## src/common/asic_daq_config.svh

```systemverilog
`ifndef ASIC_DAQ_CONFIG_SVH
`define ASIC_DAQ_CONFIG_SVH

// host bus addressing
`define BANK_BITS 3 // eight banks
`define REG_BITS 4 // sixteen registers per bank
`define BUS_DATA_WIDTH 32

// readout path
`define ASIC_WORD_WIDTH 16
`define FIFO_DEPTH_LOG2 4 // 16 words
`define ERROR_COUNT_WIDTH 8

// command outputs
`define TRIGGER_COUNT_WIDTH 8
`define DRESET_CYCLES 8 // dreset high time in sysclk cycles

`endif

```

## src/common/asic_daq_pkg.sv

```systemverilog
`default_nettype none

`include "asic_daq_config.svh"

package asic_daq_pkg;

	// bank number from the upper address bits
	typedef enum logic [`BANK_BITS-1:0] {
		BANK_SETTINGS = 3'd0,
		BANK_STATUS   = 3'd1,
		BANK_PULSE    = 3'd2, // write fires a one-cycle command
		BANK_FIFO     = 3'd5, // read pops a readout word
		BANK_COUNTERS = 3'd6
	} bank_e;

	// register numbers within the pulse bank
	typedef enum logic [`REG_BITS-1:0] {
		CMD_DRESET  = 4'd0,
		CMD_TRIGGER = 4'd3
	} cmd_e;

	// serial deserializer
	typedef enum logic {
		RX_IDLE  = 1'b0,
		RX_SHIFT = 1'b1
	} readout_state_e;

endpackage

`default_nettype wire

```

## src/host_bus/host_bus_decoder.sv

```systemverilog
`timescale 1ns/10ps
`default_nettype none

`include "asic_daq_config.svh"

module host_bus_decoder (
	input wire sysclk,
	input wire reset,
	input wire wb_cyc,
	input wire wb_stb,
	input wire wb_we,
	input wire [`BANK_BITS+`REG_BITS-1:0] wb_adr,
	input wire [`BUS_DATA_WIDTH-1:0] wb_dat_w,
	output logic [`BUS_DATA_WIDTH-1:0] wb_dat_r,
	output logic wb_ack,
	output asic_daq_pkg::bank_e bank,
	output logic [`REG_BITS-1:0] reg_addr,
	output logic [`BUS_DATA_WIDTH-1:0] write_data,
	input wire [`BUS_DATA_WIDTH-1:0] read_data,
	output logic [(1<<`BANK_BITS)-1:0] write_strobe,
	output logic [(1<<`BANK_BITS)-1:0] read_strobe
);
	import asic_daq_pkg::*;

	localparam int NUM_BANKS = 1 << `BANK_BITS;

	logic new_cycle;
	logic [NUM_BANKS-1:0] bank_onehot;

	// master holds address and data until it has seen ack
	assign bank = bank_e'(wb_adr[`REG_BITS +: `BANK_BITS]);
	assign reg_addr = wb_adr[`REG_BITS-1:0];
	assign write_data = wb_dat_w;

	assign new_cycle = wb_cyc && wb_stb && !wb_ack; // ack low marks a fresh request
	assign bank_onehot = NUM_BANKS'(1) << bank;

	// ----------------------------------------
	always_ff @(posedge sysclk) begin
		if (reset) begin
			wb_ack <= 1'b0;
			write_strobe <= '0;
			read_strobe <= '0;
		end else begin
			wb_ack <= new_cycle; // exactly one wait cycle
			write_strobe <= (new_cycle && wb_we) ? bank_onehot : '0;
			read_strobe <= (new_cycle && !wb_we) ? bank_onehot : '0;
		end
	end

	// sampled before the strobe side effects land
	always_ff @(posedge sysclk) begin
		if (new_cycle) begin
			wb_dat_r <= read_data;
		end
	end

endmodule

`default_nettype wire

```

## src/host_bus/register_banks.sv

```systemverilog
`timescale 1ns/10ps
`default_nettype none

`include "asic_daq_config.svh"

module register_banks (
	input wire sysclk,
	input wire reset,
	input wire asic_daq_pkg::bank_e bank,
	input wire [`REG_BITS-1:0] reg_addr,
	input wire [`BUS_DATA_WIDTH-1:0] write_data,
	input wire [(1<<`BANK_BITS)-1:0] write_strobe,
	input wire [(1<<`BANK_BITS)-1:0] read_strobe,
	output logic [`BUS_DATA_WIDTH-1:0] read_data,
	output logic readout_enable,
	output logic [(1<<`REG_BITS)-1:0] cmd_pulse,
	input wire [7:0] flags,
	input wire [`TRIGGER_COUNT_WIDTH-1:0] trigger_count,
	input wire [`ASIC_WORD_WIDTH-1:0] fifo_head,
	input wire fifo_empty,
	input wire [`ERROR_COUNT_WIDTH-1:0] fifo_errors,
	input wire word_valid,
	output logic [7:0] status_led
);
	import asic_daq_pkg::*;

	localparam int NUM_BANKS = 1 << `BANK_BITS;
	localparam int NUM_REGS = 1 << `REG_BITS;

	logic [`BUS_DATA_WIDTH-1:0] settings [NUM_REGS];
	logic [`BUS_DATA_WIDTH-1:0] access_count [NUM_REGS]; // reads 0-7, then writes 8-15
	logic [`BUS_DATA_WIDTH-1:0] words_received;
	logic [`BUS_DATA_WIDTH-1:0] status_word;

	assign readout_enable = settings[0][0];
	assign status_led = flags;
	// register number of a pulse bank write selects the command bit
	assign cmd_pulse = write_strobe[BANK_PULSE] ? (NUM_REGS'(1) << reg_addr) : '0;

	// ----------------------------------------
	always_ff @(posedge sysclk) begin
		if (reset) begin
			for (int i = 0; i < NUM_REGS; i++) settings[i] <= '0;
		end else if (write_strobe[BANK_SETTINGS]) begin
			settings[reg_addr] <= write_data;
		end
	end

	// counts every bank, mapped or not
	always_ff @(posedge sysclk) begin
		if (reset) begin
			for (int i = 0; i < NUM_REGS; i++) access_count[i] <= '0;
			words_received <= '0;
		end else begin
			for (int i = 0; i < NUM_BANKS; i++) begin
				if (read_strobe[i]) access_count[i] <= access_count[i] + 1;
				if (write_strobe[i]) access_count[NUM_BANKS+i] <= access_count[NUM_BANKS+i] + 1;
			end
			if (word_valid) words_received <= words_received + 1; // dropped words too
		end
	end

	// ----------------------------------------
	always_comb begin
		status_word = '0;
		case (reg_addr)
			4'd0: status_word[7:0] = flags;
			4'd1: status_word[`TRIGGER_COUNT_WIDTH-1:0] = trigger_count;
			4'd2: status_word[0] = fifo_empty;
			4'd3: status_word[`ERROR_COUNT_WIDTH-1:0] = fifo_errors;
			4'd4: status_word = words_received;
			default: status_word = '0;
		endcase
	end

	always_comb begin
		read_data = '0;
		case (bank)
			BANK_SETTINGS: read_data = settings[reg_addr];
			BANK_STATUS: read_data = status_word;
			BANK_FIFO: if (!fifo_empty) read_data = `BUS_DATA_WIDTH'(fifo_head); // head before pop
			BANK_COUNTERS: read_data = access_count[reg_addr];
			default: read_data = '0; // pulse bank and banks 3, 4, 7
		endcase
	end

endmodule

`default_nettype wire

```

## src/readout/serial_word_deserializer.sv

```systemverilog
`timescale 1ns/10ps
`default_nettype none

`include "asic_daq_config.svh"

module serial_word_deserializer (
	input wire sysclk,
	input wire reset,
	input wire serial_in,
	input wire readout_enable,
	output logic [`ASIC_WORD_WIDTH-1:0] word,
	output logic word_valid
);
	import asic_daq_pkg::*;

	localparam int BIT_COUNT_BITS = $clog2(`ASIC_WORD_WIDTH);
	localparam logic [BIT_COUNT_BITS-1:0] LAST_BIT = BIT_COUNT_BITS'(`ASIC_WORD_WIDTH - 1);

	readout_state_e state;
	logic [BIT_COUNT_BITS-1:0] bit_count;
	logic [`ASIC_WORD_WIDTH-1:0] shift_reg;

	assign word = shift_reg; // only meaningful while word_valid

	// ----------------------------------------
	always_ff @(posedge sysclk) begin
		if (reset) begin
			state <= RX_IDLE;
			bit_count <= '0;
			word_valid <= 1'b0;
		end else begin
			word_valid <= 1'b0;
			case (state)
				RX_IDLE: begin
					if (serial_in && readout_enable) begin // start bit
						state <= RX_SHIFT;
						bit_count <= '0;
					end
				end
				RX_SHIFT: begin
					bit_count <= bit_count + BIT_COUNT_BITS'(1);
					if (bit_count == LAST_BIT) begin
						state <= RX_IDLE;
						word_valid <= 1'b1;
					end
				end
				default: state <= RX_IDLE;
			endcase
		end
	end

	// msb arrives first
	always_ff @(posedge sysclk) begin
		if (state == RX_SHIFT) begin
			shift_reg <= {shift_reg[`ASIC_WORD_WIDTH-2:0], serial_in};
		end
	end

endmodule

`default_nettype wire

```

## src/readout/word_fifo.sv

```systemverilog
`timescale 1ns/10ps
`default_nettype none

`include "asic_daq_config.svh"

module word_fifo (
	input wire sysclk,
	input wire reset,
	input wire push,
	input wire [`ASIC_WORD_WIDTH-1:0] push_data,
	input wire pop,
	output logic [`ASIC_WORD_WIDTH-1:0] head,
	output logic empty,
	output logic [`ERROR_COUNT_WIDTH-1:0] error_count
);
	localparam int PTR_BITS = `FIFO_DEPTH_LOG2;
	localparam int DEPTH = 1 << PTR_BITS;
	localparam logic [PTR_BITS:0] FULL_COUNT = (PTR_BITS+1)'(DEPTH);

	logic [`ASIC_WORD_WIDTH-1:0] mem [DEPTH];
	logic [PTR_BITS-1:0] wr_ptr;
	logic [PTR_BITS-1:0] rd_ptr;
	logic [PTR_BITS:0] occupancy;
	logic full;
	logic do_push;
	logic do_pop;
	logic error_hit;

	assign empty = (occupancy == '0);
	assign full = (occupancy == FULL_COUNT);
	assign head = mem[rd_ptr]; // first word falls through
	assign do_push = push && !full;
	assign do_pop = pop && !empty;
	assign error_hit = (push && full) || (pop && empty); // overflow or underflow

	always_ff @(posedge sysclk) begin
		if (do_push) mem[wr_ptr] <= push_data;
	end

	// ----------------------------------------
	always_ff @(posedge sysclk) begin
		if (reset) begin
			wr_ptr <= '0;
			rd_ptr <= '0;
			occupancy <= '0;
			error_count <= '0;
		end else begin
			if (do_push) wr_ptr <= wr_ptr + PTR_BITS'(1);
			if (do_pop) rd_ptr <= rd_ptr + PTR_BITS'(1);
			occupancy <= occupancy + (PTR_BITS+1)'(do_push) - (PTR_BITS+1)'(do_pop);
			if (error_hit && error_count != '1) begin
				error_count <= error_count + `ERROR_COUNT_WIDTH'(1); // sticks at max
			end
		end
	end

endmodule

`default_nettype wire

```

## src/rtl/asic_daq_top.sv

```systemverilog
`timescale 1ns/10ps
`default_nettype none

`include "asic_daq_config.svh"

module asic_daq_top (
	input wire sysclk,
	input wire reset,
	input wire wb_cyc,
	input wire wb_stb,
	input wire wb_we,
	input wire [`BANK_BITS+`REG_BITS-1:0] wb_adr,
	input wire [`BUS_DATA_WIDTH-1:0] wb_dat_w,
	output logic [`BUS_DATA_WIDTH-1:0] wb_dat_r,
	output logic wb_ack,
	input wire serial_in,
	output logic dreset,
	output logic trigger_out,
	output logic [7:0] status_led
);
	import asic_daq_pkg::*;

	bank_e bank;
	logic [`REG_BITS-1:0] reg_addr;
	logic [`BUS_DATA_WIDTH-1:0] write_data;
	logic [`BUS_DATA_WIDTH-1:0] read_data;
	logic [(1<<`BANK_BITS)-1:0] write_strobe;
	logic [(1<<`BANK_BITS)-1:0] read_strobe;
	logic [(1<<`REG_BITS)-1:0] cmd_pulse; // one bit per pulse bank register
	logic [7:0] flags;
	logic [`TRIGGER_COUNT_WIDTH-1:0] trigger_count;
	logic readout_enable;
	logic [`ASIC_WORD_WIDTH-1:0] word;
	logic word_valid;
	logic [`ASIC_WORD_WIDTH-1:0] fifo_head;
	logic fifo_empty;
	logic [`ERROR_COUNT_WIDTH-1:0] fifo_errors;

	// ----------------------------------------
	host_bus_decoder host_bus_decoder_inst (.sysclk(sysclk), .reset(reset),
		.wb_cyc(wb_cyc), .wb_stb(wb_stb), .wb_we(wb_we), .wb_adr(wb_adr),
		.wb_dat_w(wb_dat_w), .wb_dat_r(wb_dat_r), .wb_ack(wb_ack),
		.bank(bank), .reg_addr(reg_addr), .write_data(write_data), .read_data(read_data),
		.write_strobe(write_strobe), .read_strobe(read_strobe));

	register_banks register_banks_inst (.sysclk(sysclk), .reset(reset),
		.bank(bank), .reg_addr(reg_addr), .write_data(write_data),
		.write_strobe(write_strobe), .read_strobe(read_strobe), .read_data(read_data),
		.readout_enable(readout_enable), .cmd_pulse(cmd_pulse), .flags(flags),
		.trigger_count(trigger_count), .fifo_head(fifo_head), .fifo_empty(fifo_empty),
		.fifo_errors(fifo_errors), .word_valid(word_valid), .status_led(status_led));

	// ----------------------------------------
	command_sequencer command_sequencer_inst (.sysclk(sysclk), .reset(reset),
		.cmd_pulse(cmd_pulse), .dreset(dreset), .trigger_out(trigger_out),
		.flags(flags), .trigger_count(trigger_count));

	// ----------------------------------------
	serial_word_deserializer serial_word_deserializer_inst (.sysclk(sysclk), .reset(reset),
		.serial_in(serial_in), .readout_enable(readout_enable),
		.word(word), .word_valid(word_valid));

	word_fifo word_fifo_inst (.sysclk(sysclk), .reset(reset),
		.push(word_valid), .push_data(word),
		.pop(read_strobe[BANK_FIFO]), // each bank 5 read pops one word
		.head(fifo_head), .empty(fifo_empty), .error_count(fifo_errors));

endmodule

`default_nettype wire

```

## src/rtl/command_sequencer.sv

```systemverilog
`timescale 1ns/10ps
`default_nettype none

`include "asic_daq_config.svh"

module command_sequencer (
	input wire sysclk,
	input wire reset,
	input wire [(1<<`REG_BITS)-1:0] cmd_pulse,
	output logic dreset,
	output logic trigger_out,
	output logic [7:0] flags,
	output logic [`TRIGGER_COUNT_WIDTH-1:0] trigger_count
);
	import asic_daq_pkg::*;

	localparam int DRESET_COUNT_BITS = $clog2(`DRESET_CYCLES + 1);
	localparam logic [DRESET_COUNT_BITS-1:0] DRESET_START = DRESET_COUNT_BITS'(`DRESET_CYCLES);

	logic [DRESET_COUNT_BITS-1:0] dreset_remaining;
	logic dreset_occurred;
	logic trigger_occurred;

	assign dreset = (dreset_remaining != '0);
	// dreset seen in bit 3 and trigger seen in bit 0
	assign flags = {4'b0000, dreset_occurred, 2'b00, trigger_occurred};

	always_ff @(posedge sysclk) begin
		if (reset) begin
			trigger_out <= 1'b0;
			trigger_occurred <= 1'b0;
			trigger_count <= '0;
			dreset_occurred <= 1'b0;
			dreset_remaining <= '0;
		end else begin
			trigger_out <= cmd_pulse[CMD_TRIGGER]; // one cycle after ack
			if (cmd_pulse[CMD_TRIGGER]) begin
				trigger_occurred <= 1'b1;
				trigger_count <= trigger_count + `TRIGGER_COUNT_WIDTH'(1); // wraps
			end
			if (cmd_pulse[CMD_DRESET]) begin
				dreset_remaining <= DRESET_START; // restarts a running pulse
				dreset_occurred <= 1'b1;
			end else if (dreset) begin
				dreset_remaining <= dreset_remaining - DRESET_COUNT_BITS'(1);
			end
		end
	end

endmodule

`default_nettype wire

```

## config.mk

```make
export PLATFORM = sky130hd
export DESIGN_NAME = asic_daq_top
export DESIGN_NICKNAME = d
export VERILOG_FILES = /design/src/common/asic_daq_pkg.sv /design/src/host_bus/host_bus_decoder.sv /design/src/host_bus/register_banks.sv /design/src/readout/serial_word_deserializer.sv /design/src/readout/word_fifo.sv /design/src/rtl/asic_daq_top.sv /design/src/rtl/command_sequencer.sv
export VERILOG_INCLUDE_DIRS = /design/src /design/src/common
export SDC_FILE = /design/constraint.sdc
export NUM_CORES = 2
export LEC_CHECK = 0
export BUFFER_PORTS_ARGS = -buffer_cell sky130_fd_sc_hd__buf_4
export CAP_MARGIN = 40
export CORE_MARGIN = 2
export CORE_UTILIZATION = 32
export DETAILED_ROUTE_END_ITERATION = 12
export PLACE_DENSITY_LB_ADDON = 0.3
export RECOVER_POWER = 25
export SLEW_MARGIN = 15
export SYNTH_ARGS = -nofsm -noshare
export SYNTH_HDL_FRONTEND = slang
export SYNTH_SLANG_ARGS = --single-unit
```

## constraint.sdc

```tcl
create_clock -name sysclk -period 3.2 [get_ports sysclk]
set_clock_uncertainty 0.2 [all_clocks]
set_input_delay 0.16 -clock sysclk [delete_from_list [all_inputs] [get_ports sysclk]]
set_output_delay 0.16 -clock sysclk [all_outputs]
set_load 0.02 [all_outputs]
```

==> run_results.csv <==
group,metric,value,unit
run_status,status,"finished with violations",
run_status,violations,"max-capacitance violations, max-slew violations",
timing,slew_headroom,-64.4,%
critical_path,crit_path_start_kind,"flop",
timing,rsz0062_at_grt,"no",
clock_network,htreeDepth,4,
timing,finalHoldViolCount,0,
synthesis,ys_warn_count,0,
synthesis,syn_area_per_cell,13.1,um2
routing,drt_iter0_drc,4699,
routing,via_count,45000,
clock_network,clock_path_buffers,3,
synthesis,synth_cell_type_count,78,
placed_design,dp_hpwl,143000,um
cells_and_area,final_util,37.3,%
synthesis,synthArstFlopShare,0,%
critical_path,cp_max_fo,3,
floorplanning,coreArea,215000,um2
placed_design,pre_cts_ws,0.224,ns
synthesis,netlist_area,69300,um2
cells_and_area,syn_to_final_growth,15.7,%
floorplanning,die_area,220000,um2
clock_network,cts_resized,0,
clock_network,root_buffer,"clkbuf_16",
timing,finalCritPeriodShare,92.8,%
clock_network,clock_latency,0.85,ns
critical_path,critPathKind,"flop to flop",
critical_path,critical_path.endpoint_type,"flop",
clock_network,cts_buffers,157,
routing,drt-pass1-iter-count,6,
worst_hold_path,hold_path_class,"input port to flop",
clock_network,cts_tree,"built",
cells_and_area,drive_above_1_share,17.3,%
floorplanning,ioPinCount,88,
synthesis,synth_edf_count,1232,
clock_network,cts_setup_buffers,0,
global_routing,antenna_found_initial,14,
synthesis,ys_ff_latch,1423,
pwr,report.power.total,41.9,mW
synthesis,yosys.area_share.xor_xnor,5.84,%
pwr,power.density,523,nW/um2
timing,setup_violations,0,
floorplanning,die_h,469,um
clock_network,cts.clk_slew.worst_paths,0.06,ns
synthesis,synth_top_family_by_area,"simple AND/OR/NAND/NOR gates",
global_routing,grtUsageTotal,18.6,%
floorplanning,initial_core_util,32.2,%
synthesis,synth_mux_area_share,12.0,%
synthesis,synth_cells,5293,
cells_and_area,final_area,80200,um2
routing,drc,0,
timing,fin_setup_tns,0,ns
job,maxCapViolCount,3,
synthesis,yosysSeqAreaShare,58.9,%
synthesis,synthAdderAreaFrac,0.607,%
floorplanning,core.rowCount,170,
routing,wl_per_cell,24.6,um
timing,tightest_slew,2.47,ns
timing,setup_slack,0.230,ns
pwr,power_leakage,26.4,nW
synthesis,synth_flop_cell,"edfxtp_1",
routing,via_per_inst,5.29,
placed_design,gp_congestion,0.879,
cells_and_area,layout.nets,5596,
timing,period_needed,2.97,ns
critical_path,arrival,3.48,ns
synthesis,yosys.area_share.simple,17.1,%
pwr,vdd_ir_drop_max,0.451,mV
placed_design,portBuffers,81,
global_routing,grt_max_degree,65,
floorplanning,fp.dieW,469,um
global_routing,grt_pass1_wl,304000,um
cells_and_area,layoutNonFillerInstCount,8498,
timing,whs,0.0455,ns
global_routing,overflow,0,
routing,ant_nets,0,
synthesis,synth_compound_area_share,2.92,%
global_routing,first_global_vias,43500,
timing,slew_viol_final,99,
routing,wirelength,209000,um
timing,clock.fmax,337,MHz
placed_design,placed_area,74500,um2
clock_network,clock_sinks,1423,
critical_path,critPathRequiredTime,3.71,ns
placed_design,place_inst,8149,
-- cells by family (layout without fill, tap and decap cells) --
| logic type | count (synthesis) | after routing |
|---|---|---|
| compound gates | 323 | 323 |
| xor+xnor | 462 | 462 |
| fa+ha+maj | 33 | 33 |
| buf+inv | 414 | 768 |
| flops | 1423 | 1423 |
| mux | 407 | 407 |
| other cells | 1 | 14 |
| simple gates | 2230 | 2230 |
-- routing by layer --
metal | global-route usage, % | vias to the layer above | part of all wire [%]
met5 | 0 | - | 0.020
met4 | 6.94 | 6 | 3.8
met3 | 3.09 | 289 | 6.8
met2 | 30.2 | 1577 | 48
met1 | 25.0 | 23000 | 42
li1 | - | 20100 | -
-- placed cells by master (no fill, tap or decap), types with 12 or more instances in the layout --
master and n:
edfxtp_1 1232, nor2_1 575, and2_1 543, mux4_2 328, buf_4 278, xnor2_1 277
nand2_1 223, nand3_1 197, dfxtp_1 188, xor2_1 185, clkbuf_16 161, nand4_1 125
a21oi_1 113, nor3_1 104, nor4_1 99, inv_1 91, or3_1 76, o21ai_0 74
mux2i_1 66, and4_1 64, and3_1 61, clkbuf_1 49, dlygate4sd3_1 48, ha_1 32
a22oi_1 31, clkinv_1 30, or2_2 29, a22o_1 27, buf_12 26, nand2b_1 24
o211ai_1 22, clkinv_2 20, nor2_4 17, o22ai_1 15, clkbuf_8 14, nor2_2 13
clkbuf_2 12
-- timing repair --
item                       in CTS  in global routing
hold endpoints to repair      714                  0
hold buffers                   48                  0
setup endpoints to repair       0                  0
-- synth_stat cells, drive strengths merged (15+ instances only) --
master	instances	area (um2)
edfxtp	1232	37000
nor2	605	2270
and2	543	3400
mux4	337	7620
xnor2	277	2430
nand2	225	860
clkbuf	218	828
nand3	197	986
dfxtp	191	3820
xor2	185	1620
nand4	127	831
a21oi	113	566
nor3	111	566
buf	105	631
nor4	105	703
inv	91	342
or3	76	475
o21ai	74	370
mux2i	66	661
and4	64	561
and3	61	382
or2	34	213
ha	32	400
a22oi	31	233
a22o	27	236
nand2b	24	150
o211ai	22	165
o22ai	15	93.8
-- path summary, 6_finish.rpt --
kind | from | end | slack (ns) | depth (start not counted)
worst max-delay path | word_fifo_inst.occupancy[3] | word_fifo_inst.occupancy[4] | 0.23 | 11
worst max register to register | word_fifo_inst.occupancy[3] | word_fifo_inst.occupancy[4] | 0.23 | 11
worst min-delay path | wb_adr[2] | host_bus_decoder_inst.wb_dat_r[4] | 0.05 | 4
worst min register to register | serial_word_deserializer_inst.bit_count[3] | serial_word_deserializer_inst.bit_count[3] | 0.29 | 1
-- power by group --
group | switching, mW | internal (mW)
clock | 8.00 | 10.6
combinational | 1.40 | 0.926
sequential | 0.458 | 20.6
-- flip-flops by register name, indices dropped and copies added (netlist names), 4 cells and up, named ones only --
| name | cells |
|---|---|
| command_sequencer_inst.dreset_remaining | 4 |
| command_sequencer_inst.trigger_count | 8 |
| host_bus_decoder_inst.read_strobe | 8 |
| host_bus_decoder_inst.wb_dat_r | 32 |
| host_bus_decoder_inst.write_strobe | 8 |
| register_banks_inst.access_count | 512 |
| register_banks_inst.settings | 512 |
| register_banks_inst.words_received | 32 |
| serial_word_deserializer_inst.bit_count | 4 |
| serial_word_deserializer_inst.word | 16 |
| word_fifo_inst.error_count | 8 |
| word_fifo_inst.mem | 256 |
| word_fifo_inst.occupancy | 5 |
| word_fifo_inst.rd_ptr | 4 |
| word_fifo_inst.wr_ptr | 4 |
-- critical path, stage by stage, from the launching register on --
cell and delay [ns]:
dfxtp_1 0.32, inv_1 0.08, ha_1 0.17, or4b_1 0.47
nand3_1 0.16, o21ai_0 0.11, ha_1 0.22, fa_1 0.41
a21oi_1 0.18, nor2_1 0.07, or3_1 0.34, a21oi_1 0.14
-- layout make-up --
type,instances,area [um2]
Fill cell,20300,135000
Sequential cell,1423,40800
Multi-Input combinational cell,3461,26900
Clock buffer,208,4340
Tap cell,2838,3550
Timing Repair Buffer,384,3260
Clock inverter,85,968
Inverter,91,342
Antenna cell,8,20.0
No activity file was read; power rests on OpenSTA's default activity.
